### config.mk
export PLATFORM = sky130hd
export DESIGN_NAME = obi_arbiter
export DESIGN_NICKNAME = d
export VERILOG_FILES = /design/src/common/ext_dev_consts.svh /design/src/common/ext_dev_pkg.sv /design/src/obi_arbiter.sv
export SDC_FILE = /design/constraint.sdc
export NUM_CORES = 1
export LEC_CHECK = 0
export BUFFER_PORTS_ARGS = -buffer_cell sky130_fd_sc_hd__buf_2
export CORE_AREA = 2 2 158 160
export DETAILED_ROUTE_END_ITERATION = 10
export DIE_AREA = 0 0 160 162
export PLACE_DENSITY = 0.41
export SETUP_SLACK_MARGIN = 0.15
export SLEW_MARGIN = 20
export SYNTH_ARGS = -nofsm -noshare
export SYNTH_HDL_FRONTEND = slang
export SYNTH_SLANG_ARGS = --single-unit
### constraint.sdc
create_clock -name clk_i -period 2.46 [get_ports clk_i]
set_clock_uncertainty 0.2 [all_clocks]
set_input_delay 0.369 -clock clk_i [delete_from_list [all_inputs] [get_ports clk_i]]
set_output_delay 0.369 -clock clk_i [all_outputs]
set_load 0.1 [all_outputs]
### src/common/ext_dev_consts.svh
/*
 * External device sizes
 * Memory geometry, latency, buffer depth and copy register offsets
 */
`ifndef EXT_DEV_CONSTS_SVH
`define EXT_DEV_CONSTS_SVH

`define SLOW_MEM_WORDS   128
`define SLOW_MEM_LATENCY 3
`define COPY_FIFO_DEPTH  4

// Register offsets, SIZE counts words
`define MC_REG_SRC    32'h0000_0000
`define MC_REG_DST    32'h0000_0004
`define MC_REG_SIZE   32'h0000_0008
`define MC_REG_START  32'h0000_000C
`define MC_REG_STATUS 32'h0000_0010

`endif

### src/common/ext_dev_pkg.sv
/*
 * External device package
 * Bus, register-bus and FSM types shared by the copy block, arbiter and memory
 */
`default_nettype none

package ext_dev_pkg;

  // Bus request from one master, byte address
  typedef struct packed {
    logic        req;
    logic        we;
    logic [31:0] addr;
    logic [31:0] wdata;
  } obi_req_t;

  // Bus response, one rvalid per accepted transfer
  typedef struct packed {
    logic        gnt;
    logic        rvalid;
    logic [31:0] rdata;
  } obi_resp_t;

  // Register bus access
  typedef struct packed {
    logic        valid;
    logic        write;
    logic [31:0] addr;
    logic [31:0] wdata;
  } reg_req_t;

  typedef struct packed {
    logic        ready;
    logic        error;
    logic [31:0] rdata;
  } reg_rsp_t;

  // Read and write engine state
  typedef enum logic [1:0] {
    IDLE,
    RUN
  } copy_state_e;

  // Master that owns the outstanding memory access
  typedef enum logic [1:0] {
    OWN_EXT,
    OWN_WR,
    OWN_RD
  } bus_owner_e;

endpackage

`default_nettype wire

### src/obi_arbiter.sv
/*
 * Bus arbiter
 * Fixed priority external, writer, reader onto one memory port
 */
`timescale 1ns/1ps
`default_nettype none

module obi_arbiter (
  input  wire logic                   clk_i,
  input  wire logic                   rst_n_i,
  input  wire ext_dev_pkg::obi_req_t  ext_req_i,
  output ext_dev_pkg::obi_resp_t      ext_rsp_o,
  input  wire ext_dev_pkg::obi_req_t  wr_req_i,
  output ext_dev_pkg::obi_resp_t      wr_rsp_o,
  input  wire ext_dev_pkg::obi_req_t  rd_req_i,
  output ext_dev_pkg::obi_resp_t      rd_rsp_o,
  output ext_dev_pkg::obi_req_t       mem_req_o,
  input  wire ext_dev_pkg::obi_resp_t mem_rsp_i
);

  ext_dev_pkg::bus_owner_e sel;
  ext_dev_pkg::bus_owner_e owner_q;
  logic                    win_gnt;

  // Grant goes to the current winner, response to the recorded owner
  function automatic ext_dev_pkg::obi_resp_t route(
    input ext_dev_pkg::bus_owner_e who,
    input ext_dev_pkg::bus_owner_e cur,
    input ext_dev_pkg::bus_owner_e own,
    input logic                    gnt,
    input ext_dev_pkg::obi_resp_t  rsp
  );
    ext_dev_pkg::obi_resp_t r;
    r.gnt    = gnt && (cur == who);
    r.rvalid = rsp.rvalid && (own == who);
    r.rdata  = (own == who) ? rsp.rdata : '0;
    return r;
  endfunction

  always_comb begin
    sel       = ext_dev_pkg::OWN_EXT;
    mem_req_o = '0;
    if (ext_req_i.req) begin
      mem_req_o = ext_req_i;
    end else if (wr_req_i.req) begin
      sel       = ext_dev_pkg::OWN_WR;
      mem_req_o = wr_req_i;
    end else if (rd_req_i.req) begin
      sel       = ext_dev_pkg::OWN_RD;
      mem_req_o = rd_req_i;
    end
  end

  assign win_gnt   = mem_req_o.req && mem_rsp_i.gnt;
  assign ext_rsp_o = route(ext_dev_pkg::OWN_EXT, sel, owner_q, win_gnt, mem_rsp_i);
  assign wr_rsp_o  = route(ext_dev_pkg::OWN_WR, sel, owner_q, win_gnt, mem_rsp_i);
  assign rd_rsp_o  = route(ext_dev_pkg::OWN_RD, sel, owner_q, win_gnt, mem_rsp_i);

  always_ff @(posedge clk_i or negedge rst_n_i) begin
    if (!rst_n_i) begin
      owner_q <= ext_dev_pkg::OWN_EXT;
    end else if (win_gnt) begin
      owner_q <= sel;
    end
  end

  a_gnt_onehot: assert property (@(posedge clk_i) disable iff (!rst_n_i)
    $onehot0({ext_rsp_o.gnt, wr_rsp_o.gnt, rd_rsp_o.gnt}))
    else $error("more than one master granted");

endmodule

`default_nettype wire

Word-level counts from Yosys, hierarchy flattened
Cells that the tools add are included.
{ "op_classes": {"eq_ne": 4, "n_reduce_logical": 9, "n_mux": 9} }
{ "ops": {"columns": ["cell", "count"], "rows": [
  ["2-to-1 mux 66 bit", 3],
  ["2-to-1 mux 32 bit", 3],
  ["logical AND 1 bit", 7],
  ["2-to-1 mux 2 bit", 3],
  ["equality test 2 x 1 -> 1 bit (second input constant)", 2],
  ["equality test 2 bit (second input constant)", 2],
  ["logical NOT 2 bit", 2]
]} }
{ "word_totals": {"wordCells": 23, "regBits": 2, "out_inout_bits": 168, "in_bits": 234} }

Logic depth before layout (Yosys ltp)
{ "logic_depth": {"word_depth": 5, "ltp_mapped": 6, "ltp_nobuf": 3} }

Worst setup path after synthesis
OpenSTA, ideal clock, no wires.
{ "synth_timing": {"path_kind": "in2out", "startpoint": "input wr_req_i[65] (netlist bit)", "endpoint": "output rd_rsp_o[33] (netlist bit)", "cell_stages": 3, "t_required_ps": 1891, "path_buffers": 2, "t_arrival_ps": 2790, "slack_ps": -899, "path_cell_list": "buf_4 > buf_2 > nor3_1"} }
{ "synth_rtl": {"columns": ["item", "line_no", "rtl"], "rows": [
  ["start, declared", "obi_arbiter.sv:13", "input wire ext_dev_pkg::obi_req_t wr_req_i,"],
  ["end, declared", "obi_arbiter.sv:16", "output ext_dev_pkg::obi_resp_t rd_rsp_o,"]
]} }

==> results.sh <==
export IMPL_status="finished, final reports clean"
export IMPL_layout_common_cells="buf_2 (233), buf_12 (175), and2_1 (100)"
export IMPL_finalCritPeriodShare_pct=87.54
export IMPL_slew_violations=0
export IMPL_dieArea_mm2=0.02592
export IMPL_power_frac_comb_pct=92.8
export IMPL_setup_ws_ps=306.6
export IMPL_synthXorXnorAreaFrac_pct=0
export IMPL_synth_simple_area_share_pct=24.60
export IMPL_p_seq_share_pct=1.0
export IMPL_final_hold_violation_count=0
export IMPL_final_common_cell="buf_2"
export IMPL_synth_compound_area_share_pct=54.07
export IMPL_drtAntennaViolNets=0
export IMPL_synth_mux_area_share_pct=0.4025
export IMPL_drt_first_pass_iters=4
export IMPL_maxSlewHeadroom_pct=67.40
export IMPL_grt_max_degree=42
export IMPL_vias=4122
export IMPL_reg_top3="owner_q x2"
export IMPL_peakVddDrop_uv=190.8
export IMPL_synth_warning_count=0
export IMPL_dpl_worst_slack_ps=272.0
export IMPL_synth_seq_cells=2
export IMPL_path_class="input pin to output port"
export IMPL_syn_area_mm2=0.002798
export IMPL_largest_reg_flops=2
export IMPL_p_leak_nw=3.771
export IMPL_initial_core_util_pct=11.61
export IMPL_ctsResizeCount=0
export IMPL_synth_cell_types=21
export IMPL_clk_insertion_delay_late_ps=220
export IMPL_power_density_mw_per_mm2=468.3
export IMPL_wl_per_cell_um=16.01
export IMPL_die_w_um=160
export IMPL_regMostFlops="owner_q"
export IMPL_cp_end_kind="output port"
export IMPL_place_gp_congestion=0.7835
export IMPL_grt_pass1_wl_mm=25.29
export IMPL_setup_viol=0
export IMPL_drt_iter0_markers=100
export IMPL_cts_tree="built"
export IMPL_clkSlewWorstSetupHoldPaths_ps=30
export IMPL_avgSynthCellArea_um2=7.948
export IMPL_arrival_ps=1580
export IMPL_tightest_slew_ps=492.3
export IMPL_crit_path_max_fanout=18
export IMPL_hp_class="input pin to flip-flop"
export IMPL_clock_path_buffers=2
export IMPL_fmax_ghz=0.4644
export IMPL_grt_antenna_before_repair=2
export IMPL_pwr_share_clk_pct=6.2
export IMPL_core_area_mm2=0.02411
export IMPL_internal_power_mw=1.511
export IMPL_remaining_drc_errors=0
export IMPL_portBuffers=401
export IMPL_wl_mm=17.17
export IMPL_nFillCells=2485
export IMPL_gr_total_overflow=0
export IMPL_synth_top_family_by_area="compound AO/OA/AOI/OAI gates"
export IMPL_cts_sinks=2
export IMPL_swShare_pct=61.25
export IMPL_cts_htree_levels=1
export IMPL_synth_cells=352
export IMPL_drive_gt1_share_pct=75.23
export IMPL_nNetsFinal=983
export IMPL_die_h_um=162
export IMPL_clockRootBuffer="clkbuf_16"
export IMPL_ys_seq_area_share_pct=1.789
export IMPL_area_growth_pct=197.6
export IMPL_hpwl_mm=14.93
export IMPL_numCtsBuffers=3
export IMPL_crit_required_ps=1890
export IMPL_post_route_util_pct=34.54
export IMPL_grt_pass1_vias=4298
export IMPL_drv_cap=0
export IMPL_rows=57
export IMPL_min_period_ps=2153
export IMPL_synth_nets=586
export IMPL_rsz0062_at_grt="no"
export IMPL_synthAdderAreaFrac_pct=0
export IMPL_routed_via_density=3.842
export IMPL_multi_input_area_mm2=0.002695
export IMPL_pin_count=402
export IMPL_regArea_um2=50.05
export IMPL_track_usage_pct=12.40
export IMPL_power_switching_mw=2.388
export IMPL_critPathLaunchType="input pin"
cell usage after synthesis:
cell,count,area (um^2)
buf_2,22,110.1
buf_12,7,140.1
a221oi_1,4,35.03
inv_1,65,244.0
o21a_1,2,15.01
and2_1,100,625.6
or3_1,1,6.260
a21oi_2,60,525.5
a221oi_2,60,900.9
and2b_1,1,7.510
a21oi_1,5,25.02
mux2_2,1,11.26
nand2_1,4,15.01
o21ai_0,1,5.000
nor2_1,4,15.01
nor2b_4,1,13.76
dfrtp_1,2,50.05
clkbuf_1,9,33.78
buf_4,1,7.510
o22ai_1,1,6.260
nor3_1,1,5.000
timing repair:
action | CTS | global route
hold buffers | 1 | 0
hold endpoints to repair | 2 | 0
buffers inserted | 0 | 0
final cells by class:
| cell class | count | area share [%] |
|---|---|---|
| timing repair buffer | 431 | 58.27 |
| multi-input combinational | 246 | 32.37 |
| tap | 324 | 4.869 |
| inverter | 65 | 2.930 |
| clock buffer | 3 | 0.9016 |
| sequential | 2 | 0.6011 |
| antenna | 2 | 0.06011 |
power groups by stage:
stage          registers (mW)  logic (mW)  clock network, mW
2_1_floorplan          0.0393        2.24                  0
3_3_place_gp           0.0401        3.64                  0
3_5_place_dp           0.0400        3.64                  0
4_1_cts                0.0399        3.65              0.248
5_1_grt                0.0408        3.72              0.254
6_report               0.0401        3.62              0.242
cells by family after synthesis:
family | after synthesis
AND/OR/NAND/NOR | 112
buffers and inverters | 104
AO/OA/AOI/OAI | 133
flip-flops | 2
multiplexers | 1
path summary, 6_finish.rpt:
kind	end	startpoint	depth (start not counted)	slack (ps)
worst max-delay path	mem_req_o[23]	rd_req_i[65]	7	310
worst min-delay path	owner_q[0]	mem_rsp_i[33]	2	230
worst max register to register	owner_q[0]	owner_q[0]	3	1440
worst min register to register	owner_q[1]	owner_q[1]	2	390
max in group asynchronous	owner_q[0]	rst_n_i	2	1630
min in group asynchronous	owner_q[1]	rst_n_i	2	330
stage by stage:
stage               TNS (ps)  cell area [um^2]  cells  power, mW  hold WS, ps
floorplan             -49.09              3278    352      2.275       -126.6
global placement           0              8237   1067      3.679       -44.30
detailed placement         0              8237   1067      3.685       -41.83
CTS                        0              8322   1071      3.939        223.0
global route               0              8322   1071      4.018        253.3
finish                     0              8327   1073      3.899        230.6
worst max-delay path: stages:
cell and delay (ps):
buf_2 150, nor2b_4 150, buf_12 160, buf_12 160
a221oi_2 340, a21oi_4 70, buf_12 180
per-layer routing:
layer | routed length [um] | vias to the layer above | part of all wire, % | track usage (%)
li1 | - | 2016 | - | -
met1 | 6446 | 1869 | 38 | 13.49
met2 | 8957 | 229 | 52 | 23.95
met3 | 1616 | 8 | 9.4 | 3.830
met4 | 153 | 0 | 0.89 | 1.925
met5 | 0 | - | 0 | 0
Note: power is estimated with default switching activity, not from simulation.
