<file path="src/common/ext_dev_consts.svh">
/*
 * External device sizes
 * Memory geometry, latency, buffer depth and copy register offsets
 */
`ifndef EXT_DEV_CONSTS_SVH
`define EXT_DEV_CONSTS_SVH

`define SLOW_MEM_WORDS   128
`define SLOW_MEM_LATENCY 3
`define COPY_FIFO_DEPTH  4

// Register offsets, SIZE counts words
`define MC_REG_SRC    32'h0000_0000
`define MC_REG_DST    32'h0000_0004
`define MC_REG_SIZE   32'h0000_0008
`define MC_REG_START  32'h0000_000C
`define MC_REG_STATUS 32'h0000_0010

`endif

</file>
<file path="src/common/ext_dev_pkg.sv">
/*
 * External device package
 * Bus, register-bus and FSM types shared by the copy block, arbiter and memory
 */
`default_nettype none

package ext_dev_pkg;

  // Bus request from one master, byte address
  typedef struct packed {
    logic        req;
    logic        we;
    logic [31:0] addr;
    logic [31:0] wdata;
  } obi_req_t;

  // Bus response, one rvalid per accepted transfer
  typedef struct packed {
    logic        gnt;
    logic        rvalid;
    logic [31:0] rdata;
  } obi_resp_t;

  // Register bus access
  typedef struct packed {
    logic        valid;
    logic        write;
    logic [31:0] addr;
    logic [31:0] wdata;
  } reg_req_t;

  typedef struct packed {
    logic        ready;
    logic        error;
    logic [31:0] rdata;
  } reg_rsp_t;

  // Read and write engine state
  typedef enum logic [1:0] {
    IDLE,
    RUN
  } copy_state_e;

  // Master that owns the outstanding memory access
  typedef enum logic [1:0] {
    OWN_EXT,
    OWN_WR,
    OWN_RD
  } bus_owner_e;

endpackage

`default_nettype wire

</file>
<file path="src/memcopy/memcopy_fifo.sv">
/*
 * Memcopy word buffer
 * Circular FIFO between the read and write engines
 */
`timescale 1ns/1ps
`default_nettype none

`include "ext_dev_consts.svh"

module memcopy_fifo #(
  parameter int DEPTH = `COPY_FIFO_DEPTH
) (
  input  wire logic                       clk_i,
  input  wire logic                       rst_n_i,
  input  wire logic                       push_i,
  input  wire logic [31:0]                push_data_i,
  input  wire logic                       pop_i,
  output logic [31:0]                     pop_data_o,
  output logic                            empty_o,
  output logic [$clog2(DEPTH+1)-1:0]      count_o
);

  localparam int PTR_W = (DEPTH > 1) ? $clog2(DEPTH) : 1;
  localparam int CNT_W = $clog2(DEPTH + 1);

  logic [31:0]      mem_q [DEPTH];
  logic [PTR_W-1:0] wr_ptr_q;
  logic [PTR_W-1:0] rd_ptr_q;
  logic [CNT_W-1:0] count_q;
  logic             full;

  assign full       = (count_q == CNT_W'(DEPTH));
  assign empty_o    = (count_q == '0);
  assign count_o    = count_q;
  assign pop_data_o = mem_q[rd_ptr_q];

  always_ff @(posedge clk_i or negedge rst_n_i) begin
    if (!rst_n_i) begin
      wr_ptr_q <= '0;
      rd_ptr_q <= '0;
      count_q  <= '0;
    end else begin
      if (push_i) wr_ptr_q <= (wr_ptr_q == PTR_W'(DEPTH - 1)) ? '0 : wr_ptr_q + 1'b1;
      if (pop_i) rd_ptr_q <= (rd_ptr_q == PTR_W'(DEPTH - 1)) ? '0 : rd_ptr_q + 1'b1;
      if (push_i && !pop_i) count_q <= count_q + 1'b1;
      else if (pop_i && !push_i) count_q <= count_q - 1'b1;
    end
  end

  always_ff @(posedge clk_i) begin
    if (push_i) mem_q[wr_ptr_q] <= push_data_i;
  end

  // Reader credit scheme keeps a slot for every returning word
  a_no_overflow: assert property (@(posedge clk_i) disable iff (!rst_n_i) push_i |-> !full)
    else $error("push into full buffer");

  a_no_underflow: assert property (@(posedge clk_i) disable iff (!rst_n_i) pop_i |-> !empty_o)
    else $error("pop from empty buffer");

endmodule

`default_nettype wire

</file>
<file path="src/memcopy/memcopy_periph.sv">
/*
 * Memcopy peripheral
 * Registers, read engine, word buffer and write engine
 */
`timescale 1ns/1ps
`default_nettype none

module memcopy_periph (
  input  wire logic                   clk_i,
  input  wire logic                   rst_n_i,
  input  wire ext_dev_pkg::reg_req_t  reg_req_i,
  output ext_dev_pkg::reg_rsp_t       reg_rsp_o,
  output ext_dev_pkg::obi_req_t       rd_req_o,
  input  wire ext_dev_pkg::obi_resp_t rd_rsp_i,
  output ext_dev_pkg::obi_req_t       wr_req_o,
  input  wire ext_dev_pkg::obi_resp_t wr_rsp_i,
  output logic                        memcopy_intr_o
);

  logic [31:0] src;
  logic [31:0] dst;
  logic [31:0] size;
  logic        start;
  logic        busy;
  logic        push;
  logic [31:0] push_data;
  logic        pop;
  logic [31:0] pop_data;
  logic        empty;
  logic [2:0]  fifo_count;

  memcopy_regs u_regs (
    .clk_i     (clk_i),
    .rst_n_i   (rst_n_i),
    .reg_req_i (reg_req_i),
    .reg_rsp_o (reg_rsp_o),
    .busy_i    (busy),
    .src_o     (src),
    .dst_o     (dst),
    .size_o    (size),
    .start_o   (start)
  );

  memcopy_reader u_reader (
    .clk_i        (clk_i),
    .rst_n_i      (rst_n_i),
    .start_i      (start),
    .src_i        (src),
    .size_i       (size),
    .obi_req_o    (rd_req_o),
    .obi_rsp_i    (rd_rsp_i),
    .fifo_count_i (fifo_count),
    .push_o       (push),
    .push_data_o  (push_data)
  );

  memcopy_fifo u_fifo (
    .clk_i       (clk_i),
    .rst_n_i     (rst_n_i),
    .push_i      (push),
    .push_data_i (push_data),
    .pop_i       (pop),
    .pop_data_o  (pop_data),
    .empty_o     (empty),
    .count_o     (fifo_count)
  );

  memcopy_writer u_writer (
    .clk_i      (clk_i),
    .rst_n_i    (rst_n_i),
    .start_i    (start),
    .dst_i      (dst),
    .size_i     (size),
    .empty_i    (empty),
    .pop_data_i (pop_data),
    .pop_o      (pop),
    .obi_req_o  (wr_req_o),
    .obi_rsp_i  (wr_rsp_i),
    .busy_o     (busy),
    .intr_o     (memcopy_intr_o)
  );

endmodule

`default_nettype wire

</file>
<file path="src/memcopy/memcopy_reader.sv">
/*
 * Memcopy read engine
 * Reads the source region and pushes each returned word into the buffer
 */
`timescale 1ns/1ps
`default_nettype none

`include "ext_dev_consts.svh"

module memcopy_reader (
  input  wire logic                   clk_i,
  input  wire logic                   rst_n_i,
  input  wire logic                   start_i,
  input  wire logic [31:0]            src_i,
  input  wire logic [31:0]            size_i,
  output ext_dev_pkg::obi_req_t       obi_req_o,
  input  wire ext_dev_pkg::obi_resp_t obi_rsp_i,
  input  wire logic [2:0]             fifo_count_i,
  output logic                        push_o,
  output logic [31:0]                 push_data_o
);

  ext_dev_pkg::copy_state_e state_q;
  logic [31:0] addr_q;
  logic [31:0] size_q;
  logic [31:0] issued_q;
  logic [31:0] done_q;
  logic [31:0] inflight;
  logic        room;
  logic        rd_accept;

  // Reserve a buffer slot for every read still in flight
  assign inflight = issued_q - done_q;
  assign room     = ({29'b0, fifo_count_i} + inflight) < 32'(`COPY_FIFO_DEPTH);

  assign obi_req_o.req   = (state_q == ext_dev_pkg::RUN) && (issued_q != size_q) && room;
  assign obi_req_o.we    = 1'b0;
  assign obi_req_o.addr  = addr_q;
  assign obi_req_o.wdata = '0;

  assign rd_accept   = obi_req_o.req && obi_rsp_i.gnt;
  assign push_o      = obi_rsp_i.rvalid;
  assign push_data_o = obi_rsp_i.rdata;

  always_ff @(posedge clk_i or negedge rst_n_i) begin
    if (!rst_n_i) begin
      state_q  <= ext_dev_pkg::IDLE;
      issued_q <= '0;
      done_q   <= '0;
    end else begin
      case (state_q)
        ext_dev_pkg::IDLE: begin
          if (start_i) begin
            state_q  <= ext_dev_pkg::RUN;
            issued_q <= '0;
            done_q   <= '0;
          end
        end
        ext_dev_pkg::RUN: begin
          if (rd_accept) issued_q <= issued_q + 32'd1;
          if (push_o) done_q <= done_q + 32'd1;
          // Done once the last word is back
          if (push_o && (done_q == size_q - 32'd1)) state_q <= ext_dev_pkg::IDLE;
        end
        default: state_q <= ext_dev_pkg::IDLE;
      endcase
    end
  end

  always_ff @(posedge clk_i) begin
    if (state_q == ext_dev_pkg::IDLE && start_i) begin
      addr_q <= src_i;
      size_q <= size_i;
    end else if (rd_accept) begin
      addr_q <= addr_q + 32'd4;
    end
  end

  // More returned words than size would mean an extra read went out
  a_rd_bound: assert property (@(posedge clk_i) disable iff (!rst_n_i)
    push_o |-> (state_q == ext_dev_pkg::RUN) && (done_q < size_q))
    else $error("reader got more words than the copy size");

endmodule

`default_nettype wire

</file>
<file path="src/memcopy/memcopy_regs.sv">
/*
 * Memcopy register front end
 * Holds source, destination and size, forms the start pulse and reports busy
 */
`timescale 1ns/1ps
`default_nettype none

`include "ext_dev_consts.svh"

module memcopy_regs (
  input  wire logic                  clk_i,
  input  wire logic                  rst_n_i,
  input  wire ext_dev_pkg::reg_req_t reg_req_i,
  output ext_dev_pkg::reg_rsp_t      reg_rsp_o,
  input  wire logic                  busy_i,
  output logic [31:0]                src_o,
  output logic [31:0]                dst_o,
  output logic [31:0]                size_o,
  output logic                       start_o
);

  logic [31:0] src_q;
  logic [31:0] dst_q;
  logic [31:0] size_q;
  logic [31:0] rdata;
  logic        hit;
  logic        wr_en;

  assign wr_en = reg_req_i.valid && reg_req_i.write;

  // Full address decode, anything else is an error
  always_comb begin
    hit   = 1'b1;
    rdata = '0;
    case (reg_req_i.addr)
      `MC_REG_SRC:    rdata = src_q;
      `MC_REG_DST:    rdata = dst_q;
      `MC_REG_SIZE:   rdata = size_q;
      `MC_REG_START:  rdata = '0;
      `MC_REG_STATUS: rdata = {31'b0, busy_i};
      default:        hit   = 1'b0;
    endcase
  end

  assign reg_rsp_o.ready = reg_req_i.valid;
  assign reg_rsp_o.error = reg_req_i.valid && !hit;
  assign reg_rsp_o.rdata = rdata;

  // Start is dropped for an empty copy or while one is running
  assign start_o = wr_en && (reg_req_i.addr == `MC_REG_START) && (size_q != '0) && !busy_i;

  always_ff @(posedge clk_i or negedge rst_n_i) begin
    if (!rst_n_i) begin
      src_q  <= '0;
      dst_q  <= '0;
      size_q <= '0;
    end else if (wr_en) begin
      if (reg_req_i.addr == `MC_REG_SRC) src_q <= reg_req_i.wdata;
      if (reg_req_i.addr == `MC_REG_DST) dst_q <= reg_req_i.wdata;
      if (reg_req_i.addr == `MC_REG_SIZE) size_q <= reg_req_i.wdata;
    end
  end

  assign src_o  = src_q;
  assign dst_o  = dst_q;
  assign size_o = size_q;

  // Writer must pick up every start on the next edge
  a_start_idle: assert property (@(posedge clk_i) disable iff (!rst_n_i)
    start_o |-> !busy_i ##1 busy_i)
    else $error("start pulse while busy or not followed by busy");

endmodule

`default_nettype wire

</file>
<file path="src/memcopy/memcopy_writer.sv">
/*
 * Memcopy write engine
 * Drains the buffer into the destination and raises the interrupt when done
 */
`timescale 1ns/1ps
`default_nettype none

module memcopy_writer (
  input  wire logic                   clk_i,
  input  wire logic                   rst_n_i,
  input  wire logic                   start_i,
  input  wire logic [31:0]            dst_i,
  input  wire logic [31:0]            size_i,
  input  wire logic                   empty_i,
  input  wire logic [31:0]            pop_data_i,
  output logic                        pop_o,
  output ext_dev_pkg::obi_req_t       obi_req_o,
  input  wire ext_dev_pkg::obi_resp_t obi_rsp_i,
  output logic                        busy_o,
  output logic                        intr_o
);

  ext_dev_pkg::copy_state_e state_q;
  logic [31:0] addr_q;
  logic [31:0] size_q;
  logic [31:0] done_q;
  logic        intr_q;
  logic        last;

  // Write straight from the buffer head, pop once the bus takes it
  assign obi_req_o.req   = (state_q == ext_dev_pkg::RUN) && !empty_i;
  assign obi_req_o.we    = 1'b1;
  assign obi_req_o.addr  = addr_q;
  assign obi_req_o.wdata = pop_data_i;

  assign pop_o  = obi_req_o.req && obi_rsp_i.gnt;
  assign last   = obi_rsp_i.rvalid && (done_q == size_q - 32'd1);
  assign busy_o = (state_q == ext_dev_pkg::RUN);
  assign intr_o = intr_q;

  always_ff @(posedge clk_i or negedge rst_n_i) begin
    if (!rst_n_i) begin
      state_q <= ext_dev_pkg::IDLE;
      done_q  <= '0;
      intr_q  <= 1'b0;
    end else begin
      intr_q <= 1'b0;
      case (state_q)
        ext_dev_pkg::IDLE: begin
          if (start_i) begin
            state_q <= ext_dev_pkg::RUN;
            done_q  <= '0;
          end
        end
        ext_dev_pkg::RUN: begin
          if (obi_rsp_i.rvalid) done_q <= done_q + 32'd1;
          // Last write completion ends the copy
          if (last) begin
            state_q <= ext_dev_pkg::IDLE;
            intr_q  <= 1'b1;
          end
        end
        default: state_q <= ext_dev_pkg::IDLE;
      endcase
    end
  end

  always_ff @(posedge clk_i) begin
    if (state_q == ext_dev_pkg::IDLE && start_i) begin
      addr_q <= dst_i;
      size_q <= size_i;
    end else if (pop_o) begin
      addr_q <= addr_q + 32'd4;
    end
  end

endmodule

`default_nettype wire

</file>
<file path="config.mk">
export PLATFORM = sky130hd
export DESIGN_NAME = memcopy_periph
export DESIGN_NICKNAME = d
export VERILOG_FILES = /design/src/common/ext_dev_pkg.sv /design/src/memcopy/memcopy_fifo.sv /design/src/memcopy/memcopy_periph.sv /design/src/memcopy/memcopy_reader.sv /design/src/memcopy/memcopy_regs.sv /design/src/memcopy/memcopy_writer.sv
export VERILOG_INCLUDE_DIRS = /design/src /design/src/common
export SDC_FILE = /design/constraint.sdc
export NUM_CORES = 1
export LEC_CHECK = 0
export BUFFER_PORTS_ARGS = -buffer_cell sky130_fd_sc_hd__buf_2
export CAP_MARGIN = 30
export CORE_ASPECT_RATIO = 0.7
export CORE_MARGIN = 3
export CORE_UTILIZATION = 30
export CTS_CLUSTER_DIAMETER = 100
export DETAILED_ROUTE_END_ITERATION = 16
export GPL_TIMING_DRIVEN = 0
export MAX_ROUTING_LAYER = met4
export PLACE_DENSITY = 0.57
export SYNTH_ARGS = -nofsm -noshare
export SYNTH_HDL_FRONTEND = slang
export SYNTH_SLANG_ARGS = --single-unit
</file>
<file path="constraint.sdc">
create_clock -name clk_i -period 12.2 [get_ports clk_i]
set_input_delay 1.22 -clock clk_i [delete_from_list [all_inputs] [get_ports clk_i]]
set_output_delay 1.22 -clock clk_i [all_outputs]
set_load 0.02 [all_outputs]
</file>
After elaboration in Yosys (flattened, before gate mapping)
Memory sizes are Yosys's and may differ from the RTL's.
Cells that the tools add are included.
{"block": "totals", "regBits": 332, "latch_bits": 0, "in_bits": 136, "mem_bits_ro": 0, "memories": 1, "output_inout_bits": 167, "wordCells": 115, "ram_bits": 128}
{"block": "classes", "reduce_logical": 40, "muxes": 26, "addsub": 13, "div": 0, "n_mul": 0, "shifts": 0, "eq_ne": 18, "bitwise_logic": 0, "magnitude_cmp": 1}
{"memory": "u_fifo.mem_q", "depth": 4, "word_bits": 32, "read_ports": 1, "rd_ports_with_merged_regs": 0, "write_ports": 1, "line": "memcopy_fifo.sv:26", "text": "logic [31:0] mem_q [DEPTH];"}
{"operator": "32-bit two-way mux", "n": 8}
{"operator": "32-bit one-hot mux with 2 select lines", "n": 3}
{"operator": "32-bit one-hot mux with 4 select lines", "n": 1}
{"operator": "32-bit by 1-bit adder with 32-bit output, second input constant", "n": 3}
{"operator": "32-bit by 3-bit adder with 32-bit output, second input constant", "n": 2}
{"operator": "32-bit equality test", "n": 2}
{"operator": "32-bit by 4-bit equality test with 1-bit output, second input constant", "n": 2}
{"operator": "32-bit by 1-bit subtractor with 32-bit output, second input constant", "n": 2}
{"operator": "3-bit by 32-bit adder with 32-bit output", "n": 1}
{"operator": "32-bit by 3-bit equality test with 1-bit output, second input constant", "n": 1}
{"operator": "32-bit by 5-bit equality test with 1-bit output, second input constant", "n": 1}
{"operator": "32-bit zero test", "n": 1}
{"operator": "32-bit by 3-bit < comparator with 1-bit output, second input constant", "n": 1}
{"operator": "32-bit inequality test", "n": 1}
{"operator": "32-bit nonzero test", "n": 1}
{"operator": "32-bit subtractor", "n": 1}
{"operator": "1-bit logical AND", "n": 16}
{"operator": "2-bit two-way mux", "n": 5}
{"operator": "2-bit AND reduction", "n": 5}
{"operator": "2-bit nonzero test", "n": 5}
{"operator": "3-bit AND reduction", "n": 3}
{"operator": "2-bit inequality test, second input constant", "n": 4}
{"operator": "2-bit one-hot mux with 2 select lines", "n": 2}
{"operator": "3-bit two-way mux", "n": 2}
{"operator": "other kinds (11)", "n": 25}

Longest topological paths before layout
{"block": "logic_depth", "word_depth": 7, "mapped_depth": 18, "mapped_depth_nobuf": 14}

Cells and area by module
From an unflattened synthesis, not the netlist that was laid out.
{"block": "hier_totals", "cells_unflattened": 2361, "area_unflattened_um2": 25828.5}
{"mod": "memcopy_reader", "seq_area_each_um2": 3548.4, "n_inst": 1, "cells_each": 1241, "area_per_inst_um2": 10565.1}
{"mod": "memcopy_writer", "seq_area_each_um2": 2772.7, "n_inst": 1, "cells_each": 595, "area_per_inst_um2": 5799.3}
{"mod": "memcopy_fifo", "seq_area_each_um2": 4018.9, "n_inst": 1, "cells_each": 204, "area_per_inst_um2": 5074.9}
{"mod": "memcopy_regs", "seq_area_each_um2": 2402.3, "n_inst": 1, "cells_each": 321, "area_per_inst_um2": 4389.2}

Least setup slack after synthesis
OpenSTA, ideal clock, no wires.
{"block": "synth_path", "path_kind": "reg-to-reg", "from": "reg u_reader.issued_q[2]", "to": "reg u_reader.addr_q[10], enable pin", "arrival_ns": 6.409, "slack_ns": 5.290, "required_time_ns": 11.699, "n_path_buf": 0, "stages_incl_launch_ff": 14, "setup_time_ns": 0.501, "period_less_slack_ns": 6.910, "cell_sequence": "dfrtp_1 > inv_1 > fa_1 > inv_1 > ha_1 > nand4b_1 > a211oi_1 > nor2_1 > o21bai_1 > a21oi_1 > xnor2_1 > or4_1 > or4_1 > o41ai_1"}
{"block": "synth_via", "elab_chain_len": 6, "word_cells_on_any_way": 8, "cone_classes": "2 x add/sub; 1 x order compare; 1 x eq/ne; 4 x reduce/logical"}
{"element": "from (decl)", "line": "memcopy_reader.sv:26", "text": "logic [31:0] issued_q;"}
{"element": "from (signal assigned)", "line": "memcopy_reader.sv:60", "text": "if (rd_accept) issued_q <= issued_q + 32'd1;"}
{"element": "32-bit subtractor", "line": "memcopy_reader.sv:33", "text": "assign inflight = issued_q - done_q;"}
{"element": "3-bit by 32-bit adder with 32-bit output", "line": "memcopy_reader.sv:34", "text": "assign room = ({29'b0, fifo_count_i} + inflight) < 32'(`COPY_FIFO_DEPTH);"}
{"element": "32-bit by 3-bit < comparator with 1-bit output", "line": "memcopy_reader.sv:34"}
{"element": "1-bit logical AND (*)", "line": "memcopy_reader.sv:36", "text": "assign obi_req_o.req = (state_q == ext_dev_pkg::RUN) && (issued_q != size_q) && room;"}
{"element": "1-bit logical AND (*)", "line": "memcopy_reader.sv:41", "text": "assign rd_accept = obi_req_o.req && obi_rsp_i.gnt;"}
{"element": "2-bit nonzero test (no line) (*)"}
{"element": "to (signal assigned)", "line": "memcopy_reader.sv:72", "text": "addr_q <= src_i;"}
{"element": "to (signal assigned)", "line": "memcopy_reader.sv:75", "text": "addr_q <= addr_q + 32'd4;"}
{"element": "to (decl)", "line": "memcopy_reader.sv:24", "text": "logic [31:0] addr_q;"}
Mark *: on every way between the ends. The rest lies on a longest branch, timed or not.
A chain may end at the register's enable or synchronous reset.

==> results.cfg <==
[die]
fp.dieW_um = 352
dieArea_sq_um = 87200
initial_core_util_pct = 30.4
num_rows = 88
core_sq_um = 82600
die_height_um = 248
ios = 303

[outcome]
status = completed

[sta]
finalSetupTns_ns = 0
timing.fmax_mhz = 151
finalMaxSlewViolations = 0
fin_hold_ws_ns = 0.493
max-slew-margin-rel_pct = 28.9
rsz0062_at_grt = false
tightest_slew_ns = 1.07
skew_ns = 0.0156
final_hold_viol_count = 0
setup_viol = 0
min_period_over_period_pct = 54.4
final.min_clock_period_ns = 6.63

[clock_network]
clk_path_buf_depth = 3
cts_sinks = 458
cts_tree = yes
clkTransAtPathRegs_ns = 0.06
cts_root_buffer = clkbuf_16
clk_latency_ns = 0.61
cts_htree_levels = 2
cts_buffers = 47
cts_hold_buf = 0
post_cts_buffers = 0
cts-resized-gates = 0

[setup_path]
end_kind = primary output
startpoint_type = flip-flop
worst-path-max-fanout = 7
arrival_ns = 5.41
slowest_delay_ns = 0.54
critPathSlowestCell = nor4_1
crit_chain = clkbuf_1 > inv_1 > ha_1 > ha_1 > clkbuf_1 > nand2_1 > nor3_1 > o2111ai_1 > nand3_1 > xor2_1 > or4_1 > or4_1 > nor4_1 > buf_2
worst-path-buf-inv = 4
crit_family = simple AND/OR/NAND/NOR gates
required_ns = 10.98
criticalPathCategory = reg -> out

[grt]
grt_usage_pct = 18.1
grtUsageMet2_pct = 22.7
grt.overflow.total = 0
antenna_found_initial = 6
use_met3_pct = 6.02
grt-busiest-layer = met1
grt_use_met1_pct = 27.8
grt_max_degree = 107
grt_pass1_wl_um = 116000
grt_pass1_vias = 18000

[synthesis]
yosysMostFrequentCell = edfxtp_1
synth_area_leader_cell = edfxtp_1
ys_seq_elements = 458
synth_warnings = 0
ys_types = 86
synth.top_cell.area_share_pct = 30.6
synth_common_cells = edfxtp_1 (256), dfrtp_1 (202), nand2_1 (194)
syn-instance-count = 2294
synthArstFlopShare_pct = 44.1
ys.flop_type = edfxtp_1
synth_area_sq_um = 25100
syn_area_per_cell_sq_um = 10.9
yosysSeqAreaShare_pct = 50.8
yosys-top-cells-area = edfxtp_1 (31%), dfrtp_1 (20%), xnor2_1 (4.2%), ha_1 (3.6%), o21ai_0 (3.2%)
synth_edf_count = 256

[power_and_ir_drop]
ir_drop_mv = 0.137
pwr_density_cell_nw_per_um2 = 129
leakagePower_nw = 12.1

[run]
cap_violations = 0

[drt]
drc = 0
drt-total-wl_um = 78500
vias = 19700
drtIter0Drc = 2255
firstDrtPassIters = 8
ant_nets = 0
post_drt_wl_per_cell_um = 21.0
routed_via_density = 5.27

[finish]
final_net_count = 2835
nFillCells = 8308
largest_register = u_fifo.mem_q
largest_register_ffs = 128
drive_gt1_share_pct = 19.0
syn_to_final_growth_pct = 17.6
final_cells = 3745
finalCoreUtilization_pct = 35.7

[placement]
gp_congestion = 0.899
dp.cells = 3655
hpwl_um = 60600
io_buffers = 236

[hold_path]
min_path_type = reg -> reg
==> cell type report <==
| cell class | instances | area, sq um | share of cell area, % |
|---|---|---|---|
| Clock inverter | 34 | 275 | 0.933 |
| Clock buffer | 53 | 1260 | 4.27 |
| Buffer | 143 | 713 | 2.42 |
| Sequential cell | 458 | 12700 | 43.2 |
| Antenna cell | 3 | 7.51 | 0.0254 |
| Inverter | 96 | 360 | 1.22 |
| Tap cell | 1080 | 1350 | 4.58 |
| Multi-Input combinational cell | 1629 | 11400 | 38.6 |
| Timing Repair Buffer | 249 | 1400 | 4.73 |
==> final timing paths <==
kind | cells after the start | start | slack, ns | end
min in group asynchronous | 1 | rst_n_i | 0.60 | u_writer.done_q[7]$_DFFE_PN0P_
hold reg to reg | 1 | u_reader.done_q[19]$_DFFE_PN0P_ | 0.49 | u_reader.done_q[19]$_DFFE_PN0P_
setup / recovery | 14 | u_reader.done_q[17]$_DFFE_PN0P_ | 5.57 | rd_req_o[65]
setup reg to reg | 18 | u_reader.done_q[5]$_DFFE_PN0P_ | 6.39 | u_reader.addr_q[25]$_DFFE_PP_
hold / removal | 1 | u_reader.done_q[19]$_DFFE_PN0P_ | 0.49 | u_reader.done_q[19]$_DFFE_PN0P_
max in group asynchronous | 2 | rst_n_i | 10.50 | u_regs.dst_o[3]$_DFFE_PN0P_
==> routing by layer <==
metal / wire [um] / up-vias
li1: - / 9140
met5: 0 / -
met3: 9150 / 94
met4: 1090 / 0
met1: 37800 / 9659
met2: 30400 / 837
==> cells in the final DEF, fill, tap and decap left out, types with 72 or more instances in the layout <==
cell type  Yosys  final
edfxtp_1     256    256
buf_2         10    247
dfrtp_1      202    202
nand2_1      194    194
o21ai_0      162    162
nor2_1       121    121
xnor2_1      121    121
nand3_1      101    101
inv_1         95     95
a21oi_1       89     89
clkbuf_1      78     79
ha_1          72     72
==> power by group <==
group / total, W / switching (W) / leakage (nW) / internal, W
logic: 0.000586 / 0.000362 / 6.13 / 0.000224
clock network: 0.00147 / 0.000660 / 0.758 / 0.000813
registers: 0.00175 / 0.0000319 / 5.18 / 0.00172
total: 0.00381 / 0.00105 / 12.1 / 0.00276
==> through the flow <==
stage	total power [W]	cell area, sq um	worst slack, ns
3_3_place_gp	0.00235	27700	2.16
5_1_grt	0.00397	29500	5.33
3_5_place_dp	0.00236	28000	6.33
2_1_floorplan	0.00218	25200	5.29
6_report	0.00381	29500	5.57
4_1_cts	0.00383	29500	5.74
==> cell families after synthesis <==
group | count (synthesis) | synth area share (%)
AO/OA/AOI/OAI | 430 | 10.7
XOR/XNOR | 192 | 6.70
adder cells (fa/ha/maj) | 75 | 3.83
buffers and inverters | 239 | 4.27
flip-flops | 458 | 50.8
multiplexers | 156 | 8.36
other | 2 | 0.0299
AND/OR/NAND/NOR | 742 | 15.3
==> worst reg2reg max path: cells and delay by family (launching register included) <==
family	cells	cell delay [ns]
simple gates	4	1.39
fa+ha+maj	2	0.59
buf+inv	7	1.35
compound gates	5	1.85
flops	1	0.32
(Power assumes the default switching activity.)
